File: src/source/keyboard_pkg.sv
`default_nettype none

package keyboard_pkg;

	// frame is start, 8 data bits lsb first, odd parity, stop
	localparam int ps2_data_bits = 8;
	localparam int ps2_cnt_w = $clog2(ps2_data_bits);
	localparam logic ps2_start_level = 1'b0;
	localparam logic ps2_stop_level = 1'b1;

	// set 2 prefixes and keys handled specially
	localparam logic [7:0] sc_break = 8'hF0;
	localparam logic [7:0] sc_extended = 8'hE0;
	localparam logic [7:0] sc_enter = 8'h5A;

	typedef enum logic [1:0] {
		idle,
		data,
		parity,
		stop
	} ps2_rx_state_e;

	typedef enum logic [1:0] {
		op_none,
		op_print,
		op_newline
	} key_op_e;

endpackage

`default_nettype wire

File: src/source/key_decoder.sv
`timescale 1ns/1ps
`default_nettype none

module key_decoder (
	input wire clk,
	input wire arst_n,
	input wire scan_valid,
	input wire [7:0] scan_code,
	output logic key_valid,
	output keyboard_pkg::key_op_e key_op,
	output logic [7:0] key_char
);

	logic [7:0] ascii;
	keyboard_pkg::key_op_e op;
	logic skip_next;
	logic is_prefix;

	assign is_prefix = (scan_code == keyboard_pkg::sc_break) ||
		(scan_code == keyboard_pkg::sc_extended);

	// set 2 make codes
	always_comb begin
		case (scan_code)
			8'h1C: ascii = "A";
			8'h32: ascii = "B";
			8'h21: ascii = "C";
			8'h23: ascii = "D";
			8'h24: ascii = "E";
			8'h2B: ascii = "F";
			8'h34: ascii = "G";
			8'h33: ascii = "H";
			8'h43: ascii = "I";
			8'h3B: ascii = "J";
			8'h42: ascii = "K";
			8'h4B: ascii = "L";
			8'h3A: ascii = "M";
			8'h31: ascii = "N";
			8'h44: ascii = "O";
			8'h4D: ascii = "P";
			8'h15: ascii = "Q";
			8'h2D: ascii = "R";
			8'h1B: ascii = "S";
			8'h2C: ascii = "T";
			8'h3C: ascii = "U";
			8'h2A: ascii = "V";
			8'h1D: ascii = "W";
			8'h22: ascii = "X";
			8'h35: ascii = "Y";
			8'h1A: ascii = "Z";
			8'h45: ascii = "0";
			8'h16: ascii = "1";
			8'h1E: ascii = "2";
			8'h26: ascii = "3";
			8'h25: ascii = "4";
			8'h2E: ascii = "5";
			8'h36: ascii = "6";
			8'h3D: ascii = "7";
			8'h3E: ascii = "8";
			8'h46: ascii = "9";
			8'h29: ascii = " ";
			default: ascii = 8'h00;
		endcase
	end

	always_comb begin
		if (scan_code == keyboard_pkg::sc_enter) begin
			op = keyboard_pkg::op_newline;
		end else if (ascii != 8'h00) begin
			op = keyboard_pkg::op_print;
		end else begin
			op = keyboard_pkg::op_none;
		end
	end

	always_ff @(posedge clk or negedge arst_n) begin
		if (!arst_n) begin
			skip_next <= 1'b0;
			key_valid <= 1'b0;
			key_op <= keyboard_pkg::op_none;
		end else begin
			key_valid <= 1'b0;
			if (scan_valid) begin
				// E0 F0 xx keeps skip set until xx
				if (is_prefix) begin
					skip_next <= 1'b1;
				end else if (skip_next) begin
					skip_next <= 1'b0;
				end else if (op != keyboard_pkg::op_none) begin
					key_valid <= 1'b1;
					key_op <= op;
				end
			end
		end
	end

	always_ff @(posedge clk) begin
		if (scan_valid) begin
			key_char <= ascii;
		end
	end

endmodule

`default_nettype wire

File: config.mk
export PLATFORM = sky130hd
export DESIGN_NAME = key_decoder
export DESIGN_NICKNAME = d
export VERILOG_FILES = /design/src/source/keyboard_pkg.sv /design/src/source/key_decoder.sv
export SDC_FILE = /design/constraint.sdc
export NUM_CORES = 1
export LEC_CHECK = 0
export BUFFER_PORTS_ARGS = -buffer_cell sky130_fd_sc_hd__buf_2
export CORE_MARGIN = 2
export CORE_UTILIZATION = 35
export DETAILED_ROUTE_END_ITERATION = 6
export PLACE_DENSITY = 0.5
export SETUP_SLACK_MARGIN = 0.2
export SLEW_MARGIN = 20
export SYNTH_ARGS = -nofsm -noshare
export SYNTH_HDL_FRONTEND = slang
export SYNTH_SLANG_ARGS = --single-unit
File: constraint.sdc
create_clock -name clk -period 1.4 [get_ports clk]
set_input_delay 0.35 -clock clk [delete_from_list [all_inputs] [get_ports clk]]
set_output_delay 0.35 -clock clk [all_outputs]
set_load 0.05 [all_outputs]
# Yosys cells after proc, flatten, opt, wreduce, memory -nomap -nowiden
# Memories as Yosys holds them, arrays and structs flattened.
# Index checks and enable logic that the tools add are counted.
[word_totals] register_bits=12 rom_bits=896 output_inout_bits=11 elab_cells=22 memories=1
[memory_table] name="(no name shown)" words=128 width=7 read_ports=1 rd_ports_with_merged_regs=0 write_ports=0 line="key_decoder.sv:24" text="case (scan_code)"
[classes] n_eq_ne=3 muxes=8 n_bitwise=2 reduce_logical=4
[ops] op="$eq A8 B8 Y1 const B" n=2
[ops] op="$eq A8 B7 Y1 const B" n=1
[ops] op="$mux W8" n=1
[ops] op="$reduce_bool A8 Y1" n=1
[ops] op="$mux W1" n=6
[ops] op="$reduce_and A4 Y1" n=1
[ops] op="$mux W2" n=1
[ops] op="$not A1 Y1" n=2
[ops] op="$reduce_bool A2 Y1" n=1
[ops] op="$logic_or A1 B1 Y1" n=1

# Longest topological paths before layout
# An unclocked memory read counts as a cell.
[logic_depth] ltp_word=10 depth_mapped=10

# Worst setup path before layout
# Ideal clock, no wire load.
[synth_timing] kind="input to register" from="input port scan_code[0]" to="register key_valid" setup_time_ps=123 arrival_time_ps=1985 required_time_ps=1277 path_slack_ps=-709 stages=9 path_buffers=0 cell_sequence="inv_1 -> ha_1 -> o21a_1 -> a21oi_1 -> o21ai_1 -> a221o_1 -> o221ai_1 -> and4bb_4 -> a21oi_1"
[synth_between] elab_chain_cells=10 word_cells_on_any_way=14 classes_between="3 x eq/ne; 7 x mux; 3 x reduce/logical; 1 x memory"
[synth_rtl] element="start, declared" line="key_decoder.sv:8" text="input wire [7:0] scan_code,"
[synth_rtl] element="$mem_v2 Z128 W7"
[synth_rtl] element="$mux W8" line="key_decoder.sv:24"
[synth_rtl] element="$reduce_bool A8 Y1" line="key_decoder.sv:69" text="end else if (ascii != 8'h00) begin"
[synth_rtl] element="$mux W1" line="key_decoder.sv:69"
[synth_rtl] element="$mux W2" line="key_decoder.sv:67" text="if (scan_code == keyboard_pkg::sc_enter) begin"
[synth_rtl] element="$reduce_bool A2 Y1" line="key_decoder.sv:89" text="end else if (op != keyboard_pkg::op_none) begin"
[synth_rtl] element="$mux W1" line="key_decoder.sv:89"
[synth_rtl] element="$mux W1" line="key_decoder.sv:87" text="end else if (skip_next) begin"
[synth_rtl] element="$mux W1 (*)" line="key_decoder.sv:85" text="if (is_prefix) begin"
[synth_rtl] element="$mux W1 (*)" line="key_decoder.sv:83" text="if (scan_valid) begin"
[synth_rtl] element="end signal, assigned" line="key_decoder.sv:79" text="key_valid <= 1'b0;"
[synth_rtl] element="end signal, assigned" line="key_decoder.sv:82" text="key_valid <= 1'b0;"
[synth_rtl] element="end signal, assigned" line="key_decoder.sv:90" text="key_valid <= 1'b1;"
[synth_rtl] element="end, declared" line="key_decoder.sv:9" text="output logic key_valid,"
# Mark *: on every way between the ends. The rest lies on a longest branch, timed or not.
# A chain may end at the register's enable or synchronous reset.

# Final worst setup path
# Ends and elaborated chain as after synthesis.

==> flow_summary.json <==
{
  "power_leakage_uw": 0.000962,
  "rrSetupSlack_ns": 0.31,
  "grt_pass1_vias": 1457,
  "yosysUniqueCellTypes": 55,
  "clkLatencyLatePin_ns": 0.23,
  "rsz0062_at_grt": "yes",
  "mappedNetlistArea_sq_um": 1410,
  "max_freq_mhz": 481,
  "vdd_drop_max_uv": 206,
  "synth-seq-cells": 11,
  "num-nets-final": 251,
  "hold_viol": 0,
  "synth_common_cells": "a21oi_1, nand2_1, nor2_1",
  "fin_crit_ns": 2.08,
  "clockRootBuffer": "clkbuf_8",
  "dieArea_sq_um": 4540,
  "cts_tree": "done",
  "synth_top_area_share_pct": 14.9,
  "path_class": "in2reg",
  "grt_overflow": 0,
  "post-place-ws_ns": -0.997,
  "cts.sinks": 11,
  "timing.critical_path.mode_cell": "buf_12",
  "drive_gt1_share_pct": 56.9,
  "rows": 23,
  "setup_ws_ns": -0.678,
  "drtAntennaViolNets": 0,
  "antenna_found_initial": 0,
  "port_buffers": 20,
  "grtUsageTotal_pct": 18.7,
  "htree_levels": 1,
  "cp_max_fo": 4,
  "synth-async-reset-ratio_pct": 36.4,
  "violations": "setup timing",
  "cpPeakStageDelay_ns": 0.34,
  "initial_core_util_pct": 35.7,
  "areaGrowthSynthToFinish_pct": 56.8,
  "post_drt_via_cell_ratio": 5.35,
  "gp_congestion": 0.906,
  "whs_ns": 0.449,
  "drc_errors": 0,
  "slew_violations": 0,
  "reg2regPathDepth": 5,
  "cts_inserted_buffers": 3,
  "n_fill_cell": 358,
  "chipHeight_um": 67.4,
  "drt-total-wl_mm": 4.33,
  "crit_slowest_cell": "a221o_1",
  "finalCritPeriodShare_pct": 148,
  "grt_first_pass_wirelength_mm": 6.60,
  "io_pins": 22,
  "ys.flop_type": "edfxtp_1",
  "endpoint_kind": "flip-flop",
  "core_area_sq_um": 3940,
  "yosys.area.top_type": "edfxtp_1",
  "drtIter0Drc": 51,
  "synth_area_leaders": "edfxtp_1, dfrtp_1, ha_1, buf_6, a21oi_1",
  "dr_total_vias": 1510,
  "first_pass_iters": 4,
  "place_hpwl_mm": 3.33,
  "n_antenna_cell": 0,
  "synth_nets": 178,
  "finalSetupViolations": 10,
  "clockBufferDepth": 2,
  "syn_avg_cell_area_sq_um": 8.79,
  "required_ns": 1.52,
  "ys_warn_count": 0,
  "yosysSeqAreaShare_pct": 22.1,
  "synthCells": 160,
  "grt_max_degree": 12,
  "status": "finished with violations",
  "powerDensity_nw_per_um2": 643,
  "crit_chain": "buf_12, clkinvlp_4, buf_12, ha_4, o21a_1, a21oi_1, o21ai_1, a221o_1, o221ai_2, and4bb_4, a21oi_2",
  "drv_cap": 0,
  "synth_edf_count": 7,
  "cp.arrival_ns": 2.20,
  "routedWlPerCell_um": 15.4,
  "die_w_um": 67.4,
  "worst_setup_path_start_kind": "input port",
  "hold_class": "in2async",
  "clkTransAtPathRegs_ns": 0.05,
  "fin_skew_ns": 0.0000743
}
==> per-layer routing <==
layer / GRT usage [%] / share of wire (%) / routed length, um
met1: 20.6 / 40 / 1720
met5: 0 / 0 / 0
met4: 5.36 / 1.1 / 47
met3: 0.667 / 3.0 / 131
met2: 38.2 / 56 / 2430
==> critical path: cells and delay by family <==
family | cells | cell delay, ns
compound gates | 6 | 1.00
fa+ha+maj | 1 | 0.22
buf+inv | 3 | 0.36
simple gates | 1 | 0.28
==> metrics by stage <==
stage | area (sq um) | std cells | util, % | setup TNS, ns | power, uW
floorplan | 1430 | 160 | - | -4.14 | 796
global placement | 1860 | 270 | 47.3 | -8.32 | 1000
detailed placement | 1860 | 270 | 47.3 | -8.51 | 1010
CTS | 2110 | 279 | 53.4 | -4.66 | 1380
global route | 2200 | 282 | 55.9 | -5.35 | 1480
finish | 2200 | 282 | 55.9 | -4.80 | 1420
==> path summary, 6_finish.rpt <==
| check | from | end |
|---|---|---|
| worst min register to register | key_op[1] | key_op[1] |
| worst max register to register | skip_next | key_op[1] |
| min in group clk | scan_code[7] | key_char[6] |
| worst max-delay path | scan_code[0] | key_valid |
| max in group asynchronous | arst_n | skip_next |
| worst min-delay path | arst_n | key_op[1] |
==> where the power goes <==
| part | total, uW | switching (uW) | internal, uW |
|---|---|---|---|
| Clock | 303 | 104 | 199 |
| Combinational | 725 | 401 | 324 |
| Sequential | 390 | 9.95 | 380 |
==> repair_timing <==
item                       CTS  global route
hold endpoints to repair     4             0
hold buffers                 1             0
pin swaps                   23            13
gates resized for setup     38            16
setup endpoints to repair   12            11
setup buffers                4             3
==> layout by cell type (no fill, tap or decap), types with 4 or more instances in the layout <==
cell type | Yosys | routed
buf_4 | 3 | 55
buf_2 | 0 | 17
nand2_1 | 15 | 13
a21oi_1 | 15 | 11
nor2_1 | 11 | 10
buf_6 | 7 | 7
edfxtp_1 | 7 | 7
inv_1 | 7 | 5
o21ai_1 | 3 | 5
o211ai_1 | 4 | 4
ha_4 | 0 | 4
dfrtp_1 | 4 | 4
==> kinds of logic (layout without fill, tap and decap cells) <==
logic type / count (synthesis) / after routing / synth area share (%)
simple gates: 56 / 56 / 22.3
compound gates: 53 / 53 / 26.8
buf+inv: 23 / 95 / 13.8
flops: 11 / 11 / 22.1
mux: 8 / 8 / 7.92
fa+ha+maj: 7 / 7 / 6.23
other cells: 1 / 1 / 0.267
xor+xnor: 1 / 1 / 0.623
==> layout make-up <==
cell class,instances,area (sq um),share of cell area [%]
inverter,8,36.3,1.65
clock buffer,4,45.0,2.04
multi-input combinational,126,1100,50.1
tap,50,62.6,2.84
timing repair buffer,83,647,29.3
sequential,11,310,14.1
==> registers in the layout, summed over array words and instances (netlist names) <==
signal,flops
key_char,7
key_op,2
skip_next,1
key_valid,1
Power figures use the tool's default switching activity.
