==> src/source/keyboard_pkg.sv <==
`default_nettype none

package keyboard_pkg;

	// frame is start, 8 data bits lsb first, odd parity, stop
	localparam int ps2_data_bits = 8;
	localparam int ps2_cnt_w = $clog2(ps2_data_bits);
	localparam logic ps2_start_level = 1'b0;
	localparam logic ps2_stop_level = 1'b1;

	// set 2 prefixes and keys handled specially
	localparam logic [7:0] sc_break = 8'hF0;
	localparam logic [7:0] sc_extended = 8'hE0;
	localparam logic [7:0] sc_enter = 8'h5A;

	typedef enum logic [1:0] {
		idle,
		data,
		parity,
		stop
	} ps2_rx_state_e;

	typedef enum logic [1:0] {
		op_none,
		op_print,
		op_newline
	} key_op_e;

endpackage

`default_nettype wire

==> src/source/ps2_receiver.sv <==
`timescale 1ns/1ps
`default_nettype none

module ps2_receiver (
	input wire clk,
	input wire arst_n,
	input wire ps2_clk,
	input wire ps2_data,
	output logic scan_valid,
	output logic [7:0] scan_code
);

	logic [2:0] clk_sync;
	logic [1:0] data_sync;
	logic ps2_fall;
	logic bit_in;
	logic [7:0] shift_reg;
	logic [keyboard_pkg::ps2_cnt_w-1:0] bit_cnt;
	logic parity_ok;
	keyboard_pkg::ps2_rx_state_e state;

	// two sync flops, the third one only for edge detection
	always_ff @(posedge clk or negedge arst_n) begin
		if (!arst_n) begin
			clk_sync <= '1;
			data_sync <= '1;
		end else begin
			clk_sync <= {clk_sync[1:0], ps2_clk};
			data_sync <= {data_sync[0], ps2_data};
		end
	end

	assign ps2_fall = clk_sync[2] & ~clk_sync[1];
	assign bit_in = data_sync[1];

	always_ff @(posedge clk or negedge arst_n) begin
		if (!arst_n) begin
			state <= keyboard_pkg::idle;
			bit_cnt <= '0;
			parity_ok <= 1'b0;
			scan_valid <= 1'b0;
		end else begin
			scan_valid <= 1'b0;
			if (ps2_fall) begin
				case (state)
					keyboard_pkg::idle: begin
						bit_cnt <= '0;
						if (bit_in == keyboard_pkg::ps2_start_level) begin
							state <= keyboard_pkg::data;
						end
					end
					keyboard_pkg::data: begin
						bit_cnt <= bit_cnt + 1'b1;
						if (bit_cnt == keyboard_pkg::ps2_cnt_w'(keyboard_pkg::ps2_data_bits - 1)) begin
							state <= keyboard_pkg::parity;
						end
					end
					keyboard_pkg::parity: begin
						// odd parity over data plus parity bit
						parity_ok <= ^{shift_reg, bit_in};
						state <= keyboard_pkg::stop;
					end
					default: begin
						scan_valid <= parity_ok && (bit_in == keyboard_pkg::ps2_stop_level);
						state <= keyboard_pkg::idle;
					end
				endcase
			end
		end
	end

	always_ff @(posedge clk) begin
		if (ps2_fall && state == keyboard_pkg::data) begin
			shift_reg <= {bit_in, shift_reg[7:1]};
		end
	end

	assign scan_code = shift_reg;

endmodule

`default_nettype wire

==> config.mk <==
export PLATFORM = sky130hd
export DESIGN_NAME = ps2_receiver
export DESIGN_NICKNAME = d
export VERILOG_FILES = /design/src/source/keyboard_pkg.sv /design/src/source/ps2_receiver.sv
export SDC_FILE = /design/constraint.sdc
export NUM_CORES = 1
export LEC_CHECK = 0
export BUFFER_PORTS_ARGS = -buffer_cell sky130_fd_sc_hd__buf_2
export CAP_MARGIN = 20
export CORE_ASPECT_RATIO = 1.5
export CORE_MARGIN = 3
export CORE_UTILIZATION = 30
export CTS_CLUSTER_DIAMETER = 80
export DETAILED_ROUTE_END_ITERATION = 8
export PLACE_DENSITY = 0.6
export RECOVER_POWER = 100
export SETUP_SLACK_MARGIN = 0.1
export SYNTH_ARGS = -nofsm -noshare
export SYNTH_HDL_FRONTEND = slang
export SYNTH_SLANG_ARGS = --single-unit
==> constraint.sdc <==
create_clock -name clk -period 1.4 [get_ports clk]
set_clock_uncertainty 0.1 [all_clocks]
set_input_delay 0.21 -clock clk [delete_from_list [all_inputs] [get_ports clk]]
set_output_delay 0.21 -clock clk [all_outputs]
set_load 0.02 [all_outputs]
# Word-level counts from Yosys, hierarchy flattened
# Cells that the tools add are included.
# word_totals
register_bits,20
in_bits,4
out_inout_bits,9
word_cells,30
# op_classes
add_sub_neg,1
eq_ne,5
n_mux,6
n_bitwise,2
n_reduce_logical,9
# op_table
operator,n
$reduce_xor A9 Y1,1
$pmux W2 S3,1
$pmux W3 S2,1
$mux W2,2
$ne A2 B2 Y1 const B,2
$reduce_and A2 Y1,2
$add A3 B1 Y3 const B,1
$eq A3 B3 Y1 const B,1
$reduce_and A3 Y1,1
$reduce_or A3 Y1,1
$eq A2 B1 Y1 const B,1
$eq A2 B2 Y1 const B,1
$logic_and A1 B1 Y1,2
$logic_not A2 Y1,1
$mux W1,2
$reduce_bool A2 Y1,1
$and A1 B1 Y1,1
$not A1 Y1,1

# Logic depth before layout (Yosys ltp)
# Gate-level depths: netlist (run 1).
# logic_depth
word_depth,4
depth_mapped,6
mapped_depth_nobuf,6

# Worst setup path before layout (run 1)
# OpenSTA, ideal clock, no wires.
# synth_path
path_type,reg-to-reg
from,"register shift_reg[1], in the netlist scan_code[1]"
to,register parity_ok
setup_time_ns,0.121
t_arrival_ns,1.297
t_required_ns,1.179
slack_ns,-0.118
stages_incl_launch_ff,5
path_buffers,0
period_less_slack_ns,1.518
cell_sequence,edfxtp_1 -> xor2_1 -> xnor3_1 -> xnor2_1 -> o21ai_1
# synth_between
elab_chain_len,1
# synth_lines
element,line,text
start: declaration,ps2_receiver.sv:17,logic [7:0] shift_reg;
start signal: assignment,ps2_receiver.sv:74,"shift_reg <= {bit_in, shift_reg[7:1]};"
$reduce_xor A9 Y1,ps2_receiver.sv:60,"parity_ok <= ^{shift_reg, bit_in};"
end signal: assignment,ps2_receiver.sv:60,
end: declaration,ps2_receiver.sv:19,logic parity_ok;
# No other way between the ends.
# A chain may end at the register's enable or synchronous reset.

# Final worst setup path (run 1)
# layout_path
from,register bit_cnt[0] (netlist bit)
to,register state[1]
# layout_between
elab_chain_len,3
# layout_lines
element,line,text
start: declaration,ps2_receiver.sv:18,logic [keyboard_pkg::ps2_cnt_w-1:0] bit_cnt;
start signal: assignment,ps2_receiver.sv:53,bit_cnt <= bit_cnt + 1'b1;
$eq A3 B3 Y1,ps2_receiver.sv:54,if (bit_cnt == keyboard_pkg::ps2_cnt_w'(keyboard_pkg::ps2_data_bits - 1)) begin
$ne A2 B2 Y1 (no line),n/a,
$reduce_and A3 Y1 (no line),n/a,
end signal: assignment,ps2_receiver.sv:55,state <= keyboard_pkg::parity;
end signal: assignment,ps2_receiver.sv:61,state <= keyboard_pkg::stop;
end signal: assignment,ps2_receiver.sv:65,state <= keyboard_pkg::idle;
end: declaration,ps2_receiver.sv:20,keyboard_pkg::ps2_rx_state_e state;
# No other way between the ends.

==> qor.csv, run 1 <==
metric,value,unit
clk root buf,clkbuf_4,
GRT Residual Overflow,0,
Crit path required time,1.52,ns
CP max stage cell,dfrtp_1,
later-pin clock latency in the skew report,0.31,ns
leakage,0.517,nW
Area contributors post-synth,"edfxtp_1, dfrtp_1, dfstp_2, ha_1, xnor2_1",
Post-synth EDFFs,8,
Final Hold Viols,0,
final instance area,1230,um^2
Iter 0 DRT Violations,0,
Setup CP Type,flop to flop,
Synth Flop Type,edfxtp_1,
post-synth top area cell,edfxtp_1,
Final setup viols,4,
Max rail drop VDD,0.660,mV
placed inst area,1030,um^2
run status,"complete, but fails checks",
CTS tree,built,
final cell count without fillers,124,
Worst Slack Setup Final,-0.0566,ns
clk slew on worst S/H paths,0.13,ns
share of cells above drive strength 1,48.9,%
P&R area growth vs syn,50.8,%
vias in the first global route,580,
drt pass-1 iters,1,
Post-Synth Simple-Gate Area,6.31,%
CTS Buf Count,3,
clock sinks,20,
Wirelength per Cell,12.2,um
Worst Tran Pin Value,0.619,ns
worst-path cell chain,"ha_2, ha_4, nand2b_4, nand3_4, mux2_4",
Synth Area in Compound Gates,4.31,%
top-count cell post-synth,edfxtp_1,
largest net degree at the start of global routing,13,
worst-path maximum fanout,2,
"Buf+Inv Stages, Crit Path",0,
first-pass GRT wire length,2500,um
crit-path leading delay family,flip-flops,
min Tclk post-route,1.46,ns
Synth warnings,0,
synth cell count leaders,"edfxtp_1, dfrtp_1, ha_1, dfstp_2",
n_diodes,0,
RSZ-0062 raised after global routing,yes,
vias per inst,4.44,
CP startpoint kind,flop,
Initial Utilization,32.5,%
Max Cap Viol,0,
Port Buffers,12,
final wirelength,1520,um
Synth cell types,20,
CP max stage delay,0.40,ns
Tightest Hold Check Type,flop to flop,
final core utilization,49.0,%
vias,550,
Post-DRT Antenna Nets,0,
Mapped Area,813,um^2
Min Hold Slack,0.265,ns
final worst-path cycle share,104,%
PwrDens,1500,nW/um^2
Die X,48.5,um
Syn Inst Count,52,
clk buf depth,2,
Residual DRC,0,
fmax,687,MHz
failing checks,negative setup slack,
DPL Wire Length,1040,um
Nets,99,
XOR/XNOR share of the synthesized area,9.23,%
post-synthesis sequential area ratio,67.2,%
Sum Neg Setup Slack,-0.185,ns
initial antenna violation count,0,
largest family of logic cells by synthesized area,adder cells,
Setup WS pre-CTS,-0.0556,ns
H-tree depth,1,
Placed Instances,109,
#FFs+latches synth,20,
syn nets,62,
# rows,22,
Synth Area in Adders,9.23,%
Worst Path Arrival,1.57,ns
Async SR Flop Fraction,60.0,%
mux contribution to synthesized area,2.77,%
Slew Limit Fails,0,
I/O pin total,13,
Mean Syn Cell Area,15.6,um^2
die area,3380,um^2
Placeable Area,2500,um^2
Setup crit end kind,flop,
Total GRT Usage,9.78,%
Die Height,69.8,um
Pwr Total,1.84,mW
Rel. slew slack,58.7,%
routability cong.,0.693,
post-synth top area share,29.5,%
==> state kept, by name, indices dropped and copies added, names as in the netlist <==
name / cells
parity_ok: 1
scan_code: 8
data_sync: 2
scan_valid: 1
bit_cnt: 3
clk_sync: 3
state: 2
==> power breakdown <==
group	total (mW)	switching, mW	internal [mW]
registers	0.764	0.0542	0.710
logic	0.664	0.305	0.359
clock network	0.412	0.193	0.218
==> routing by layer <==
metal	track usage [%]	vias up	wire, um
li1	-	255	-
met1	9.64	274	607
met3	2.58	5	62
met5	0	-	0
met4	6.65	0	43
met2	17.5	16	802
==> cell families after synthesis <==
group,after synthesis
and+or+nand+nor,10
buffers and inverters,2
DFF,20
adders and majority gates,6
AOI/OAI and AO/OA,5
muxes,2
xor gates and xnor gates,7
==> final timing paths <==
| check | startpoint | to | slack, ns | cells after the start |
|---|---|---|---|---|
| worst max-delay path | bit_cnt[0]$_DFFE_PN0P_ | state[1]$_DFFE_PN0P_ | -0.06 | 5 |
| worst max register to register | bit_cnt[0]$_DFFE_PN0P_ | state[1]$_DFFE_PN0P_ | -0.06 | 5 |
| worst min register to register | clk_sync[0]$_DFF_PN1_ | clk_sync[1]$_DFF_PN1_ | 0.27 | 0 |
| max in group asynchronous | arst_n | bit_cnt[2]$_DFFE_PN0P_ | 0.49 | 2 |
| min in group asynchronous | arst_n | parity_ok$_DFFE_PN0P_ | 0.30 | 2 |
| worst min-delay path | clk_sync[0]$_DFF_PN1_ | clk_sync[1]$_DFF_PN1_ | 0.27 | 0 |
==> cells in the final DEF, fill, tap and decap left out <==
cell type / instances
nor2_1: 1
buf_6: 7
clkdlybuf4s25_1: 1
o31ai_4: 1
clkbuf_4: 4
buf_2: 3
ha_2: 3
nand2_1: 2
dlygate4sd3_1: 3
ha_1: 2
o21ai_1: 1
clkbuf_16: 1
dfstp_2: 5
buf_4: 8
dfrtp_1: 7
a22o_1: 2
nand3_4: 1
mux2_4: 2
and4_1: 1
xnor2_1: 4
edfxtp_1: 8
and2_4: 2
nand2_2: 2
nor2b_4: 1
xor2_1: 2
inv_1: 2
clkbuf_1: 8
o21ai_2: 1
nand2b_4: 1
ha_4: 1
xnor3_1: 1
==> final cells by class <==
cell class                 instances  area (um^2)
clock buffer                       4         47.5
multi-input combinational         31          348
inverter                           2         7.51
sequential                        20          547
tap                               36         45.0
fill                             219         1280
timing repair buffer              31          231
==> timing repair <==
item                       in CTS  in global routing
hold endpoints to repair       14                  0
hold buffers                    3                  0
setup buffers                   5                  2
gates cloned                    1                  0
pin swaps                       2                  2
gates resized for setup        17                  9
setup endpoints to repair      18                 19
(Power assumes the default switching activity.)
==> inputs of run 2 (changes only) <==
Settings changed: BUFFER_PORTS_ARGS -buffer_cell sky130_fd_sc_hd__buf_2 to default, DONT_BUFFER_PORTS from default to 1, PLACE_DENSITY 0.6 to 0.56.
==> run 2 against run 1 <==
Against the previous run: the run still ends with negative setup slack left; non-clock buffer count decreased by 14; sequential cell count unchanged; die area unchanged; via count decreased by 16%.
==> qor.csv, run 2 (synthesis gave the netlist of run 1 again) <==
metric,value,unit
"commonest non-fill, non-tap cells in the layout","edfxtp_1, dfrtp_1, clkbuf_1",
largest net degree at the start of global routing,13,
n_diodes,0,
Crit path required time,1.49,ns
Tightest Hold Check Type,primary input to asynchronous set/reset pin,
final wirelength,1360,um
crit-path most repeated cell,ha_2,
Max rail drop VDD,0.600,mV
CTS Buf Count,3,
Initial Utilization,32.5,%
Rel. slew slack,63.5,%
CP max stage delay,0.41,ns
P&R area growth vs syn,34.3,%
Reg2Reg Depth,5,
Final Hold Viols,0,
Worst Tran Pin Value,0.546,ns
Max Cap Viol,0,
Slew Limit Fails,0,
vias in the first global route,520,
die area,3380,um^2
leakage,0.449,nW
GRT Residual Overflow,0,
routability cong.,0.677,
Final setup viols,2,
Layout fillers,243,
run status,"complete, but fails checks",
Clk network pwr share,19.5,%
fmax,684,MHz
CP startpoint kind,flop,
I/O pin total,13,
clock sinks,20,
clk root buf,clkbuf_4,
Total GRT Usage,9.14,%
Worst Path Arrival,1.55,ns
later-pin clock latency in the skew report,0.29,ns
crit-path leading delay family,flip-flops,
first-pass GRT wire length,2370,um
min Tclk post-route,1.46,ns
final core utilization,43.6,%
Post-DRT Antenna Nets,0,
initial antenna violation count,0,
"Buf+Inv Stages, Crit Path",0,
Setup crit end kind,flop,
CTS tree,built,
H-tree depth,1,
worst-path maximum fanout,2,
Worst Slack Setup Final,-0.0628,ns
worst-path cell chain,"ha_2, ha_2, nand2b_4, nand3_4, mux2_4",
Residual DRC,0,
failing checks,negative setup slack,
Placeable Area,2500,um^2
final worst-path cycle share,104,%
Setup CP Type,flop to flop,
drt pass-1 iters,3,
clk slew on worst S/H paths,0.11,ns
Die Height,69.8,um
share of cells above drive strength 1,43.2,%
vias,460,
Nets,85,
Pwr Total,1.68,mW
Sequential Power Share,46.2,%
Wirelength per Cell,12.4,um
CP max stage cell,dfrtp_1,
cell internal pwr,1.17,mW
PwrDens,1540,nW/um^2
# rows,22,
Die X,48.5,um
net switching power,0.507,mW
Iter 0 DRT Violations,1,
Largest register FFs,8,
Port Buffers,0,
combinational group share of total power,34.3,%
WP depth,5,
"commonest non-fill, non-tap cell in the layout",edfxtp_1,
RSZ-0062 raised after global routing,yes,
Switching Share,30.2,%
vias per inst,4.18,
clk buf depth,2,
[run 2: repair_timing]
action                                 4_1_cts  5_1_grt
cloned                                       1        0
setup endpoints to repair                   14       14
resized for setup                           10        1
setup buffers                                1        1
endpoints found under the hold margin       14        0
pin swaps                                    2        2
hold buffers                                 3        0
[run 2: path summary, 6_finish.rpt]
check,start,endpoint,slack [ns]
max,bit_cnt[1]$_DFFE_PN0P_,state[1]$_DFFE_PN0P_,-0.06
min,arst_n,state[1]$_DFFE_PN0P_,0.22
max reg2reg,bit_cnt[1]$_DFFE_PN0P_,state[1]$_DFFE_PN0P_,-0.06
min reg2reg,data_sync[0]$_DFF_PN1_,data_sync[1]$_DFF_PN1_,0.26
max in group asynchronous,arst_n,data_sync[1]$_DFF_PN1_,0.60
min in group clk,data_sync[0]$_DFF_PN1_,data_sync[1]$_DFF_PN1_,0.26
[run 2: area by class of cell]
cell class,instances,area [um^2],share of cell area (%)
multi-input combinational,31,344,31.5
tap,36,45.0,4.12
clock buffer,4,36.3,3.32
timing repair buffer,17,113,10.3
inverter,2,7.51,0.687
sequential,20,547,50.1
[run 2: routing by layer]
layer	global-route usage (%)	wire, um
met4	5.70	14
met1	9.62	574
met2	15.3	692
met3	3.23	81
met5	0	0
[run 2: worst reg2reg max path: cells and delay by family, from the launching register on]
kind	cells	cell delay, ns
multiplexers	1	0.30
adder cells (fa/ha/maj)	2	0.33
AND/OR/NAND/NOR	2	0.22
flip-flops	1	0.41
[run 2: per-stage QoR]
step / hold slack [ns] / setup slack (ns) / cells / setup TNS [ns] / cell area (um^2)
after floorplan: -0.186 / -0.106 / 52 / -0.114 / 855
after global placement: -0.185 / -0.0282 / 100 / -0.0307 / 990
after detailed placement: -0.185 / -0.0457 / 100 / -0.0957 / 990
after CTS: 0.235 / -0.0573 / 109 / -0.0819 / 1110
after global routing: 0.238 / -0.110 / 110 / -0.294 / 1090
final: 0.224 / -0.0628 / 110 / -0.0845 / 1090
[run 2: power groups by stage]
stage,clock (mW),combinational (mW),sequential [mW]
2_1_floorplan,0,0.304,0.797
3_3_place_gp,0,0.471,0.774
3_5_place_dp,0,0.490,0.779
4_1_cts,0.341,0.590,0.775
5_1_grt,0.366,0.636,0.786
6_report,0.327,0.576,0.776
==> inputs of run 3 (changes only) <==
Settings changed: CTS_CLUSTER_SIZE from default to 30, PLACE_DENSITY 0.56 to 0.55.
Clock period 1.4 ns to 1.65 ns, I/O delays scaled along.
==> run 3 against run 2 <==
Against the previous run: the run now ends clean; largest cell class unchanged; highest routed layer unchanged; die area unchanged; first-iteration DRC count rose to 8.0 times the previous value; total power shrank 27%; fmax fell by 5.2%; sequential share of layout area increased by 5.0 points; global-route usage fell by 0.55 points; critical endpoint unchanged; count of clock-buffer cells in the layout did not move; core utilization fell by 3.9 points; clock power down 30%; setup slack gained 0.17 ns; sequential cell count unchanged.
==> qor.csv, run 3 (synthesis gave the netlist of run 1 again) <==
metric,value,unit
run status,finished clean,
Residual DRC,0,
CTS tree,built,
Max rail drop VDD,0.526,mV
clk root buf,clkbuf_4,
Reg2Reg Depth,5,
Final Hold Viols,0,
Slew Limit Fails,0,
Die X,48.5,um
Worst Path Arrival,1.63,ns
die area,3380,um^2
share of cells above drive strength 1,21.1,%
GRT Residual Overflow,0,
"commonest non-fill, non-tap cells in the layout","clkbuf_1, edfxtp_1, dfrtp_1",
Crit path required time,1.74,ns
drt pass-1 iters,2,
PwrDens,1230,nW/um^2
Initial Utilization,32.5,%
Clk network pwr share,18.9,%
worst-path maximum fanout,3,
Max Cap Viol,0,
vias,461,
GR Util met1,8.63,%
Sum Neg Setup Slack,0,ns
clk slew on worst S/H paths,0.10,ns
later-pin clock latency in the skew report,0.29,ns
combinational group share of total power,27.0,%
Largest register FFs,8,
fmax,648,MHz
Placeable Area,2500,um^2
leakage,0.410,nW
Post-DRT Antenna Nets,0,
Wirelength per Cell,11.6,um
P&R area growth vs syn,22.2,%
Total GRT Usage,8.59,%
first-pass GRT wire length,2170,um
routability cong.,0.658,
Final setup viols,0,
net switching power,0.351,mW
H-tree depth,1,
cell internal pwr,0.868,mW
DPL Wire Length,949,um
clock sinks,20,
CP startpoint kind,flop,
I/O pin total,13,
gr busiest metal,met2,
Iter 0 DRT Violations,8,
Rel. slew slack,65.8,%
initial antenna violation count,0,
Nets,82,
RSZ-0062 raised after global routing,yes,
Worst Tran Pin Value,0.511,ns
Port Buffers,0,
clk buf depth,2,
vias per inst,4.31,
met2 Track Usage GR,14.0,%
min Tclk post-route,1.54,ns
CTS Buf Count,3,
final worst-path cycle share,93.6,%
# rows,22,
Tightest Hold Check Type,primary input to asynchronous set/reset pin,
final wirelength,1240,um
vias in the first global route,481,
n_diodes,0,
largest net degree at the start of global routing,13,
M3 GR Usage,3.44,%
Sequential Power Share,54.2,%
Die Height,69.8,um
Switching Share,28.8,%
Min Hold Slack,0.254,ns
Setup crit end kind,flop,
Setup CP Type,flop to flop,
## run 3: per-stage QoR
step / utilization (%) / instances / total power [mW] / instance area (um^2) / worst slack, ns
6_report: 39.7 / 107 / 1.22 / 993 / 0.106
5_1_grt: 39.7 / 107 / 1.31 / 993 / 0.0575
2_1_floorplan: - / 52 / 0.882 / 813 / 0.132
3_3_place_gp: 37.5 / 97 / 0.968 / 938 / 0.108
4_1_cts: 39.9 / 104 / 1.23 / 1000 / 0.107
3_5_place_dp: 37.5 / 97 / 0.976 / 938 / 0.0710
## run 3: layer usage
metal / share of wire, % / vias up
met5: 0 / -
met4: 1.9 / 0
met3: 6.2 / 2
met2: 51 / 12
met1: 41 / 230
li1: - / 217
## run 3: power by group through the flow
stage               combinational (mW)  clock, mW  sequential, mW
finish                           0.329      0.230           0.661
global route                     0.373      0.272           0.669
CTS                              0.323      0.244           0.661
detailed placement               0.305          0           0.671
global placement                 0.299          0           0.669
floorplan                        0.208          0           0.674
## run 3: area by class of cell
cell class	count	area [um^2]
clock buffer	4	26.3
multi-input combinational	30	262
timing repair buffer	15	106
sequential	20	547
fill	249	1510
inverter	2	7.51
tap	36	45.0
## run 3: critical path, stage by stage, from the launching register on
cell      delay [ns]
dfrtp_1         0.41
ha_2            0.18
ha_1            0.17
nand2b_1        0.14
nand3_1         0.11
mux2_2          0.34
## run 3: final timing paths
kind | end | startpoint | slack [ns]
setup / recovery | state[1]$_DFFE_PN0P_ | bit_cnt[1]$_DFFE_PN0P_ | 0.11
hold / removal | bit_cnt[2]$_DFFE_PN0P_ | arst_n | 0.25
setup reg to reg | state[1]$_DFFE_PN0P_ | bit_cnt[1]$_DFFE_PN0P_ | 0.11
hold reg to reg | clk_sync[1]$_DFF_PN1_ | clk_sync[0]$_DFF_PN1_ | 0.26
max in group asynchronous | clk_sync[2]$_DFF_PN1_ | arst_n | 0.84
min in group clk | clk_sync[1]$_DFF_PN1_ | clk_sync[0]$_DFF_PN1_ | 0.26
## run 3: what timing repair did
item,in CTS,in global routing
cloned,0,0
pin swaps,1,1
hold buffers,3,0
setup endpoints to repair,1,1
hold endpoints to repair,14,0
resized for setup,1,1
buffers inserted,0,3
