<file path="config.mk">
export PLATFORM = sky130hd
export DESIGN_NAME = vga_timing
export DESIGN_NICKNAME = d
export VERILOG_FILES = /design/src/source/video_pkg.sv /design/src/source/vga_timing.sv
export SDC_FILE = /design/constraint.sdc
export NUM_CORES = 1
export LEC_CHECK = 0
export BUFFER_PORTS_ARGS = -buffer_cell sky130_fd_sc_hd__buf_4
export CAP_MARGIN = 30
export CORE_ASPECT_RATIO = 0.75
export CORE_MARGIN = 8
export CORE_UTILIZATION = 45
export DETAILED_ROUTE_END_ITERATION = 10
export PLACE_DENSITY = 0.69
export SLEW_MARGIN = 30
export SYNTH_ARGS = -nofsm -noshare
export SYNTH_HDL_FRONTEND = slang
export SYNTH_SLANG_ARGS = --single-unit
</file>
<file path="constraint.sdc">
create_clock -name clk -period 1.8 [get_ports clk]
set_input_delay 0.18 -clock clk [delete_from_list [all_inputs] [get_ports clk]]
set_output_delay 0.18 -clock clk [all_outputs]
set_load 0.02 [all_outputs]
</file>
<file path="src/source/video_pkg.sv">
`default_nettype none

package video_pkg;

	// horizontal timing in pixels
	localparam int h_visible = 640;
	localparam int h_front = 16;
	localparam int h_sync = 96;
	localparam int h_back = 48;
	localparam int h_total = h_visible + h_front + h_sync + h_back;

	// vertical timing in lines
	localparam int v_visible = 480;
	localparam int v_front = 10;
	localparam int v_sync = 2;
	localparam int v_back = 33;
	localparam int v_total = v_visible + v_front + v_sync + v_back;

	// character cell
	localparam int glyph_w = 8;
	localparam int glyph_h = 16;
	localparam int glyph_col_bits = $clog2(glyph_w);
	localparam int glyph_row_bits = $clog2(glyph_h);

	localparam int text_cols = h_visible / glyph_w;
	localparam int text_rows = v_visible / glyph_h;
	localparam int text_cells = text_cols * text_rows;
	localparam int cell_addr_w = $clog2(text_cells);

	localparam int glyph_count = 128;
	localparam int font_depth = glyph_count * glyph_h;
	localparam int font_addr_w = $clog2(font_depth);

	localparam logic [7:0] fg_level = 8'hFF;
	localparam logic [7:0] bg_level = 8'h00;
	localparam logic [7:0] char_blank = 8'h20;

endpackage

`default_nettype wire

</file>
<file path="src/source/vga_timing.sv">
`timescale 1ns/1ps
`default_nettype none

module vga_timing (
	input wire clk,
	input wire arst_n,
	output logic [9:0] h_count,
	output logic [9:0] v_count,
	output logic hsync_raw,
	output logic vsync_raw,
	output logic visible_raw
);

	logic [9:0] h_next;
	logic [9:0] v_next;
	logic h_wrap;

	assign h_wrap = (h_count == 10'(video_pkg::h_total - 1));
	assign h_next = h_wrap ? 10'd0 : h_count + 10'd1;

	always_comb begin
		v_next = v_count;
		if (h_wrap) begin
			v_next = (v_count == 10'(video_pkg::v_total - 1)) ? 10'd0 : v_count + 10'd1;
		end
	end

	// flags decoded from the next position so they line up with the counters
	always_ff @(posedge clk or negedge arst_n) begin
		if (!arst_n) begin
			// park on the last pixel of the frame, first visible pixel follows
			h_count <= 10'(video_pkg::h_total - 1);
			v_count <= 10'(video_pkg::v_total - 1);
			hsync_raw <= 1'b1;
			vsync_raw <= 1'b1;
			visible_raw <= 1'b0;
		end else begin
			h_count <= h_next;
			v_count <= v_next;
			hsync_raw <= !((h_next >= 10'(video_pkg::h_visible + video_pkg::h_front)) &&
				(h_next < 10'(video_pkg::h_visible + video_pkg::h_front + video_pkg::h_sync)));
			vsync_raw <= !((v_next >= 10'(video_pkg::v_visible + video_pkg::v_front)) &&
				(v_next < 10'(video_pkg::v_visible + video_pkg::v_front + video_pkg::v_sync)));
			visible_raw <= (h_next < 10'(video_pkg::h_visible)) &&
				(v_next < 10'(video_pkg::v_visible));
		end
	end

endmodule

`default_nettype wire

</file>
## Word-level counts from Yosys, hierarchy flattened

Cells that the tools add are included.

- Magnitude comparators: 6
- $add $sub $neg: 2
- Reduce and logical (&&, ||, !) cells: 5
- Equality and inequality tests: 2
- Multiplexer cells: 3

Operators by type and width:

| kind | number |
|---|---|
| $mux 10 | 3 |
| $add 10x1->10 const B | 2 |
| $eq 10x10->1 const B | 2 |
| $lt 10x10->1 const B | 2 |
| $lt 10x9->1 const B | 2 |
| $ge 10x10->1 const B | 1 |
| $ge 10x9->1 const B | 1 |
| $logic_and 1x1->1 | 3 |
| $logic_not 1->1 | 2 |

- Register bits: 23
- Word-level logic and storage cells: 23

## Logic depth before layout (Yosys ltp)

Gate-level depths: netlist (run 1).

- Depth after elaboration: 6
- Gate-level depth with buffers: 9
- Gate-level depth less buffers: 7

## Worst setup path before layout (run 1)

OpenSTA, ideal clock, no wires.

- Path type: register to register
- Start: register h_count[0]
- End: register visible_raw
- Setup time: 0.087 ns
- Cell stages (with the launch flop): 8
- Arrival: 1.931 ns
- Period minus slack after synthesis: 2.018 ns
- Path slack: -0.218 ns
- Path through: dfstp_2 > ha_1 > and4_4 > buf_6 > nand4_4 > o41ai_2 > a22oi_1 > a211oi_2

- Word-level cells in the longest chain between the ends: 4

RTL lines:

| element | RTL line | source |
|---|---|---|
| from (decl) | vga_timing.sv:7 | `output logic [9:0] h_count,` |
| from (signal assigned) | vga_timing.sv:32 | `h_count <= 10'(video_pkg::h_total - 1);` |
| from (signal assigned) | vga_timing.sv:38 | `h_count <= h_next;` |
| $add 10x1->10 / $eq 10x10->1 (equally long branches) | vga_timing.sv:19, vga_timing.sv:18 |  |
| $mux 10 (on tied branches) | vga_timing.sv:19, vga_timing.sv:23 |  |
| $lt 10x10->1 / $lt 10x9->1 (equally long branches) | vga_timing.sv:44, vga_timing.sv:45 |  |
| $logic_and 1x1->1 * | vga_timing.sv:44 | `visible_raw <= (h_next < 10'(video_pkg::h_visible)) &&` |
| to (signal assigned) | vga_timing.sv:44 |  |
| to (decl) | vga_timing.sv:11 | `output logic visible_raw` |

Every way passes the cells marked *; elsewhere a longest branch is shown, timed or not.

## Worst setup path in the final report (run 1)

- Start: register h_count[0]
- End: register vsync_raw

- Word-level cells in the longest chain between the ends: 5

RTL lines:

| element | RTL line | source |
|---|---|---|
| $eq 10x10->1 * | vga_timing.sv:18 | `assign h_wrap = (h_count == 10'(video_pkg::h_total - 1));` |
| $mux 10 * | vga_timing.sv:23 | `if (h_wrap) begin` |
| $ge 10x9->1 / $lt 10x9->1 (equally long branches) | vga_timing.sv:42, vga_timing.sv:43 |  |
| $logic_and 1x1->1 * | vga_timing.sv:42 | `vsync_raw <= !((v_next >= 10'(video_pkg::v_visible + video_pkg::v_front)) &&` |
| $logic_not 1->1 * | vga_timing.sv:42 |  |
| to (signal assigned) | vga_timing.sv:42 |  |
| to (decl) | vga_timing.sv:10 | `output logic vsync_raw,` |

Marks and branches as above.

==> key figures, run 1 <==
GRT
  – Initial antenna violation count: 0
  – Via count of the first global-routing pass: about 1300
  – Largest net degree at the start of global routing: 24
  – GRT Overall Usage: 0.152
  – First-pass GRT wire length: 6310 um
  – Grt ovf: 0

Hold path
  – Hold Crit Class: primary input to async pin

Timing
  – Hold slack: 355 ps
  – Final setup violation count: 3
  – Final worst slack: -39.7 ps
  – Fin crit period: between 1500 and 2000 ps
  – Final period utilization: 1.02
  – Final hold violation count: 0
  – Slew HR: 0.736
  – Max-slew violations: 0
  – RSZ-0062 raised after global routing: true
  – Slew @ Worst Pin: a little under 400 ps
  – Fmax: 544 MHz
  – Skew final: just under 3 ps

Route
  – TritonRoute pass-1 iters: 4
  – Initial DRC Count: between 150 and 200
  – Post-DRT Antenna Nets: 0
  – Via count: between 1000 and 1500
  – Via density: between 5 and 6
  – DR WL/cell: about 16 um
  – WL final: ~3700 um
  – DRC Markers: 0

Synthesis
  – Seq/Total Area, Yosys: 0.427
  – Main synth FF type: dfstp_2
  – Syn nets: around 150
  – Synthesized area per cell: slightly below 10 um^2
  – Post-synth EDFFs: 0
  – #FFs+latches synth: 23
  – Post-Syn Area: roughly 0.0014 mm^2
  – Gate Count Post-Synth: about 140
  – Library cells used by synthesis: 41
  – Warnings from Yosys: 0
  – Post-synth ARST share: 1.00

Finish
  – # fillers: ~240
  – Post-Layout Inst Area: 0.00196 mm^2
  – Net count, final: about 200
  – Diode count: 0
  – Layout area overhead: 41.4%
  – Most frequent cells in the layout: buf_4 (53), nand2_1 (12), dfstp_2 (12), dfrtp_1 (11), nor2_1 (10)
  – Most common cell after layout, fill and taps aside: buf_4
  – Ratio of cells with drive above 1 in the final layout: 0.508

Worst setup path
  – Critical Path RT: between 1500 and 2000 ps
  – Worst setup path startpoint: h_count[0]$_DFF_PN1_
  – RR Endpoint: vsync_raw$_DFF_PN1_
  – Kind of critical path: flop to flop
  – CP startpoint kind: flop
  – FF-to-FF setup slack: -40 ps
  – WP data arrival: around 2000 ps
  – Crit. End Element: flop
  – Worst reg2reg path depth: 6
  – Worst-path maximum fanout: 7
  – R2r startpoint: h_count[0]$_DFF_PN1_

Clocking
  – Htree depth: 1
  – Max Buffers Root-to-Sink: 2
  – Num Clock Sinks: 23
  – Worst-path clk slew: roughly 80 ps
  – CTS root buf: clkbuf_8
  – CTS tree: yes
  – Cts bufs inserted: 3
  – Worst skew pair latency: between 200 and 300 ps

Die
  – Die height: roughly 64 um
  – Site Rows: 17
  – Die area: about 0.005 mm^2
  – Die width: between 80 and 90 um
  – Core Box Area: 0.00294 mm^2
  – I/O pins: 25
  – Initial Util: 0.471

Pwr
  – Pwr Total: between 800 and 900 uW
  – Leak: 0.000815 uW
  – PwrDens: ~430 mW/mm^2
  – VDD IR max: ~0.37 mV

Status
  – Violated checks: setup timing
  – Outcome: finished, violations left

Run
  – MaxCap Viol Count: 0

Place
  – RD Place Congestion: 0.925
  – Hpwl dp: about 2900 um
  – Port buffer count: 24
  – Area after DPL: around 0.0018 mm^2
[cells in the mapped netlist, types with 2 or more instances]
cell type | instances | area share
nor2_1 | 13 | 0.035
inv_1 | 10 | 0.027
a31o_2 | 2 | 0.013
xnor2_1 | 7 | 0.044
nand4_1 | 3 | 0.014
and4_4 | 2 | 0.016
ha_1 | 4 | 0.036
xor2_1 | 4 | 0.025
buf_6 | 4 | 0.033
nand2_1 | 15 | 0.041
nand3b_1 | 2 | 0.011
dfstp_2 | 12 | 0.23
nor3_1 | 4 | 0.014
nand3_1 | 7 | 0.025
o21ai_0 | 9 | 0.033
nand2b_1 | 3 | 0.014
o2111ai_1 | 2 | 0.013
nor4_1 | 4 | 0.018
dfrtp_1 | 11 | 0.20
a21oi_1 | 3 | 0.011
[report_power, final]
group / switching [uW] / internal (uW)
registers: 0 / 518
logic: 10.1 / 2.89
clock network: 155 / 158
total: 165 / 678
[logic make-up after synthesis]
family,count (synthesis),share of synthesized area
compound gates,26,0.141
xor+xnor,11,0.0697
fa+ha+maj,4,0.0362
buf+inv,15,0.0633
flops,23,0.427
mux,2,0.0154
simple gates,61,0.247
[metrics by stage]
step / TNS (ps) / util / worst slack, ps / std cells
finish: -79.8 / 0.666 / -39.7 / 235
detailed placement: -191 / 0.618 / -93.4 / 228
global route: -655 / 0.666 / -160 / 235
global placement: -12.5 / 0.618 / -12.5 / 228
CTS: -78.4 / 0.650 / -32.8 / 234
floorplan: -666 / - / -120 / 142
[layout make-up]
| cell class | count | area, um^2 | area share |
|---|---|---|---|
| Clock buffer | 4 | 45.0 | 0.0230 |
| Inverter | 10 | 37.5 | 0.0192 |
| Multi-Input combinational cell | 104 | 805 | 0.411 |
| Sequential cell | 23 | 591 | 0.302 |
| Tap cell | 38 | 47.5 | 0.0243 |
| Timing Repair Buffer | 56 | 430 | 0.220 |
[how the worst max path moves through the flow]
stage | end | slack [ps] | depth (start not counted)
detailed placement | vsync_raw$_DFF_PN1_ | -90 | 5
global placement | visible_raw$_DFF_PN0_ | -10 | 6
floorplan | visible_raw$_DFF_PN0_ | -120 | 9
finish | vsync_raw$_DFF_PN1_ | -40 | 6
CTS | visible_raw$_DFF_PN0_ | -30 | 7
global route | visible_raw$_DFF_PN0_ | -160 | 8
[metal layers]
layer / share of wire / vias to the layer above / track usage
met5: 0 / - / 0
met4: 0.0092 / 0 / 0.0430
met3: 0.076 / 4 / 0.0475
met2: 0.44 / 57 / 0.220
met1: 0.47 / 609 / 0.211
li1: - / 618 / -
[repair_timing]
item / 4_1_cts / 5_1_grt
setup buffers: 1 / 1
hold buffers: 1 / 0
hold endpoints to repair: 11 / 0
pin swaps: 2 / 4
resized for setup: 7 / 13
endpoints found under the setup margin: 6 / 10
[flip-flops by register name, summed over array words and instances, names as in the netlist]
signal / cells
vsync_raw: 1
v_count: 10
hsync_raw: 1
h_count: 10
visible_raw: 1
[critical path, stage by stage, from the launching register on]
cell and delay, ps:
dfstp_2 580, ha_4 130, and4_4 250, and4_4 300
o21ai_0 130, a22oi_2 250, nand4_1 120
No activity file was read; power rests on OpenSTA's default activity.
==> run 2, diff against run 1 <==
CORE_UTILIZATION = 49   (was 45)
PLACE_DENSITY = 0.74   (was 0.69)
==> run 2 against run 1 <==
  * Core utilization grew 7.1 points
  * Sequential cell count is the same
  * Highest routed layer unchanged
  * The run still ends with setup timing left
  * Non-clock buffer count grew 1
  * Critical path type unchanged
  * Routed wire length grew 6.2%
  * First-iteration DRC count shrank 26%
==> key figures, run 2 (synthesis gave the netlist of run 1 again) <==
Status
  – Outcome: finished, violations left
  – Violated checks: setup timing

Finish
  – Diode count: 0
  – Ratio of cells with drive above 1 in the final layout: 0.487
  – Area of the multi-input gates: about 800 um^2
  – Post-Layout Inst Area: 0.00195 mm^2
  – # fillers: 190
  – FF/Latch Area: between 500 and 600 um^2
  – Most common cell after layout, fill and taps aside: buf_4
  – Post-layout util: 0.738
  – Net count, final: ~210
  – Most frequent cells in the layout: buf_4 (55), nand2_1 (14), nor2_1 (12), dfstp_2 (12), dfrtp_1 (11)
  – Largest regs: h_count (10), v_count (10)
  – Layout area overhead: 41.0%

Timing
  – Setup TNS: -130 ps
  – Fmax: about 540 MHz
  – Final hold violation count: 0
  – Max-slew violations: 0
  – Slew HR: 0.664
  – Hold slack: approximately 340 ps
  – Final setup violation count: 4
  – Final period utilization: 1.03
  – Skew final: 4.42 ps
  – Fin crit period: around 1900 ps
  – Final worst slack: -59.1 ps
  – Slew @ Worst Pin: about 500 ps
  – RSZ-0062 raised after global routing: true

Place
  – RD Place Congestion: 0.901
  – Port buffer count: 24
  – Area after DPL: about 0.0018 mm^2
  – Hpwl dp: 2850 um
  – Post-Place Worst Slack: -106 ps

Die
  – Die area: 0.00479 mm^2
  – Site Rows: 16
  – I/O pins: 25
  – Die height: slightly above 60 um
  – Core Box Area: about 0.0026 mm^2
  – Initial Util: 0.523
  – Die width: 77.3 um

Route
  – Via count: about 1400
  – Via density: 5.75
  – Initial DRC Count: 120
  – TritonRoute pass-1 iters: 4
  – WL final: ~3900 um
  – Post-DRT Antenna Nets: 0
  – DRC Markers: 0
  – DR WL/cell: between 15 and 20 um

Worst setup path
  – Critical Path RT: approximately 2000 ps
  – FF-to-FF setup slack: -60 ps
  – Crit. End Element: flop
  – Kind of critical path: flop to flop
  – Worst-path maximum fanout: 6
  – CP startpoint kind: flop
  – WP data arrival: 2050 ps

Clocking
  – CTS tree: yes
  – Max Buffers Root-to-Sink: 2
  – Worst-path clk slew: 80 ps
  – Num Clock Sinks: 23
  – Htree depth: 1
  – Cts bufs inserted: 3
  – CTS root buf: clkbuf_8
  – Worst skew pair latency: roughly 270 ps

GRT
  – Initial antenna violation count: 0
  – First-pass GRT wire length: ~6300 um
  – GRT Overall Usage: 0.165
  – Largest net degree at the start of global routing: 24
  – Grt ovf: 0
  – Via count of the first global-routing pass: around 1300

Run
  – MaxCap Viol Count: 0

Pwr
  – Leak: between 0.0008 and 0.0009 uW
  – VDD IR max: around 0.37 mV
  – PwrDens: between 400 and 500 mW/mm^2

Hold path
  – Hold Crit Class: primary input to async pin
==> run 2: what timing repair did <==
action	CTS	global route
pin swaps	3	1
cloned	1	0
endpoints found under the setup margin	6	8
gates resized for setup	3	9
hold buffers	1	0
hold endpoints to repair	11	0
buffers inserted	1	1
==> run 2: report_power, final <==
part | internal (uW) | switching [uW] | total (uW)
clock | 158 | 166 | 324
combinational | 2.89 | 10.1 | 13.0
sequential | 518 | 0 | 518
==> run 2: worst paths after layout <==
kind	start	end	depth (start not counted)
max in group asynchronous	arst_n	h_count[4]$_DFF_PN1_	2
min in group clk	h_count[2]$_DFF_PN1_	h_count[2]$_DFF_PN1_	1
min reg2reg	h_count[2]$_DFF_PN1_	h_count[2]$_DFF_PN1_	1
max reg2reg	h_count[1]$_DFF_PN1_	visible_raw$_DFF_PN0_	6
max	h_count[1]$_DFF_PN1_	visible_raw$_DFF_PN0_	6
min	arst_n	v_count[8]$_DFF_PN0_	2
==> run 2: metal layers <==
metal	wire [um]	GRT usage	up-vias
li1	-	-	627
met1	1750	0.204	648
met2	1800	0.266	70
met3	366	0.0632	6
met4	36	0.0508	0
met5	0	0	-
==> run 2: critical path: stages (launching register included) <==
cell      delay [ps]
dfstp_2          560
ha_4             130
and4_4           260
nand4_4          140
o41ai_2          330
a22oi_2          130
a211oi_2         220
==> run 2: area by class of cell <==
class	instances	area share
multi-input cells	105	0.409
well taps	36	0.0231
clock buffers	4	0.0231
repair buffers	57	0.223
flip-flops and latches	23	0.303
inverters	10	0.0193
==> run 2: per-stage QoR <==
step,cells,total power (uW)
after floorplan,142,527
after global placement,227,539
after detailed placement,227,539
after CTS,234,865
after global routing,235,888
final,235,855
==> run 3, diff against run 2 <==
RECOVER_POWER = 50   (was unset)
==> run 3 against run 2 <==
  * The run still ends with setup timing left
  * Global-route usage is the same
  * Final cell count unchanged
  * Clock skew is essentially flat
  * Combinational power is 8% lower
  * Non-clock buffer count did not move
  * Hold slack improved by 220 ps
  * Setup slack improved by 2.5 ps
  * Die area unchanged
  * Sequential share of layout area increased by 0.12 points
  * Via count shrank 0.37%
  * Power down 0.18%
  * Critical endpoint unchanged
==> key figures, run 3 (synthesis gave the netlist of run 1 again) <==
Clocking
  – Htree depth: 1
  – CTS tree: yes
  – Num Clock Sinks: 23
  – Cts bufs inserted: 3
  – Max Buffers Root-to-Sink: 2
  – Worst-path clk slew: 80 ps
  – CTS root buf: clkbuf_8
  – Worst skew pair latency: about 270 ps

GRT
  – Largest net degree at the start of global routing: 24
  – Initial antenna violation count: 0
  – GRT Overall Usage: 0.165
  – Grt ovf: 0
  – First-pass GRT wire length: between 6000 and 7000 um
  – Via count of the first global-routing pass: 1298

Pwr
  – Flop pwr share: 0.606
  – Internal power: just under 700 uW
  – Comb pwr share: 0.014
  – PwrDens: 440 mW/mm^2
  – VDD IR max: 0.374 mV
  – Leak: between 0.0008 and 0.0009 uW
  – Clock power share: 0.380
  – Sw power: 176 uW
  – Sw Share: 0.206

Status
  – Violated checks: setup timing
  – Outcome: finished, violations left

Place
  – Placed Cells: ~230
  – Hpwl dp: 2850 um
  – Port buffer count: 24
  – RD Place Congestion: around 0.90
  – Post-Place Worst Slack: -106 ps

Finish
  – Layout area overhead: 40.5%
  – Most frequent cells in the layout: buf_4 (53), nand2_1 (14), nor2_1 (12), dfstp_2 (12), dfrtp_1 (11)
  – Ratio of cells with drive above 1 in the final layout: 0.477
  – Most common cell after layout, fill and taps aside: buf_4
  – Net count, final: 206
  – Diode count: 0
  – Largest regs: h_count (10), v_count (10)
  – Final instance count without filler cells: approximately 240

Route
  – Via count: between 1000 and 1500
  – DR WL/cell: around 17 um
  – Via density: roughly 5.7
  – WL final: a little under 4000 um
  – Initial DRC Count: 120
  – TritonRoute pass-1 iters: 4
  – DRC Markers: 0
  – Post-DRT Antenna Nets: 0

Timing
  – Final setup violation count: 4
  – Fin crit period: roughly 1900 ps
  – RSZ-0062 raised after global routing: true
  – Slew @ Worst Pin: between 1000 and 1500 ps
  – Fmax: around 540 MHz
  – Final worst slack: -56.5 ps
  – Slew HR: 0.165
  – Skew final: a little under 4 ps
  – Final period utilization: 1.03
  – Max-slew violations: 0
  – Final hold violation count: 0

Die
  – Initial Util: 0.523
  – I/O pins: 25
  – Die area: approximately 0.0048 mm^2
  – Core Box Area: approximately 0.0026 mm^2
  – Die width: 77.3 um
  – Die height: approximately 62 um
  – Site Rows: 16

Hold path
  – Hold Crit Class: flop to flop
  – WHS Path Cells: 1
  – Min-Delay Endpoint: h_count[2]$_DFF_PN1_
  – Launch point of the worst hold path: h_count[2]$_DFF_PN1_

Worst setup path
  – Worst-path maximum fanout: 6
  – R2r startpoint: h_count[1]$_DFF_PN1_
  – Critical Path RT: ~2000 ps
  – Kind of critical path: flop to flop
  – CP startpoint kind: flop
  – FF-to-FF setup slack: -60 ps
  – Crit. End Element: flop
  – Worst reg2reg path depth: 6
  – WP data arrival: around 2000 ps
  – RR Endpoint: visible_raw$_DFF_PN0_

Run
  – MaxCap Viol Count: 0
## run 3: changes by cell type in the layout (fill, tap and decap cells not counted), sizes merged
cell    delta
buf        -2
clkbuf     +2
## run 3: through the flow
stage / cell area [um^2] / power [uW] / utilization / TNS [ps] / hold WS (ps)
after global placement: 1820 / 539 / 0.688 / -218 / 89.4
after floorplan: 1420 / 527 / - / -666 / -116
after detailed placement: 1820 / 539 / 0.688 / -240 / 90.5
after global routing: 1940 / 887 / 0.735 / -462 / 576
after CTS: 1910 / 865 / 0.723 / -74.9 / 351
final: 1940 / 854 / 0.735 / -125 / 564
## run 3: per-layer routing
metal | part of all wire | vias up | track usage | wire length [um]
met5 | 0 | - | 0 | 0
met1 | 0.45 | 647 | 0.204 | 1780
met2 | 0.45 | 66 | 0.266 | 1780
li1 | - | 627 | - | -
met4 | 0.010 | 0 | 0.0508 | 41
met3 | 0.087 | 6 | 0.0632 | 344
## run 3: power groups by stage
stage	Combinational [uW]	Clock (uW)	Sequential [uW]
2_1_floorplan	0.000254	0	527
3_3_place_gp	11.9	0	527
3_5_place_dp	12.0	0	527
4_1_cts	13.7	334	518
5_1_grt	14.0	355	518
6_report	11.9	324	518
## run 3: repair_timing
item                                    4_1_cts  5_1_grt
pin swaps                                     3        1
gates resized for setup                       3        9
gates cloned                                  1        0
endpoints found under the setup margin        6        8
hold buffers                                  1        0
buffers inserted                              1        1
hold endpoints to repair                     11        0
## run 3: critical path, stage by stage, from the launching register on
cell and delay [ps]:
dfstp_2 560, ha_4 130, and4_4 260, nand4_4 140, o41ai_2 330, a22oi_2 130, a211oi_2 220
## run 3: how the worst max path moves through the flow
stage / from / to / slack [ps] / cells past startpoint
final: h_count[1]$_DFF_PN1_ / visible_raw$_DFF_PN0_ / -60 / 6
after global routing: v_count[1]$_DFF_PN0_ / visible_raw$_DFF_PN0_ / -130 / 8
after CTS: h_count[1]$_DFF_PN1_ / hsync_raw$_DFF_PN1_ / -30 / 7
after detailed placement: h_count[1]$_DFF_PN1_ / vsync_raw$_DFF_PN1_ / -110 / 6
after global placement: h_count[1]$_DFF_PN1_ / vsync_raw$_DFF_PN1_ / -110 / 6
after floorplan: h_count[0]$_DFF_PN1_ / visible_raw$_DFF_PN0_ / -120 / 9
## run 3: cell type report
| type | instances | area [um^2] |
|---|---|---|
| fillers | 194 | 701 |
| repair buffers | 57 | 427 |
| flip-flops and latches | 23 | 591 |
| well taps | 36 | 45.0 |
| inverters | 10 | 37.5 |
| clock buffers | 4 | 45.0 |
| multi-input cells | 105 | 797 |
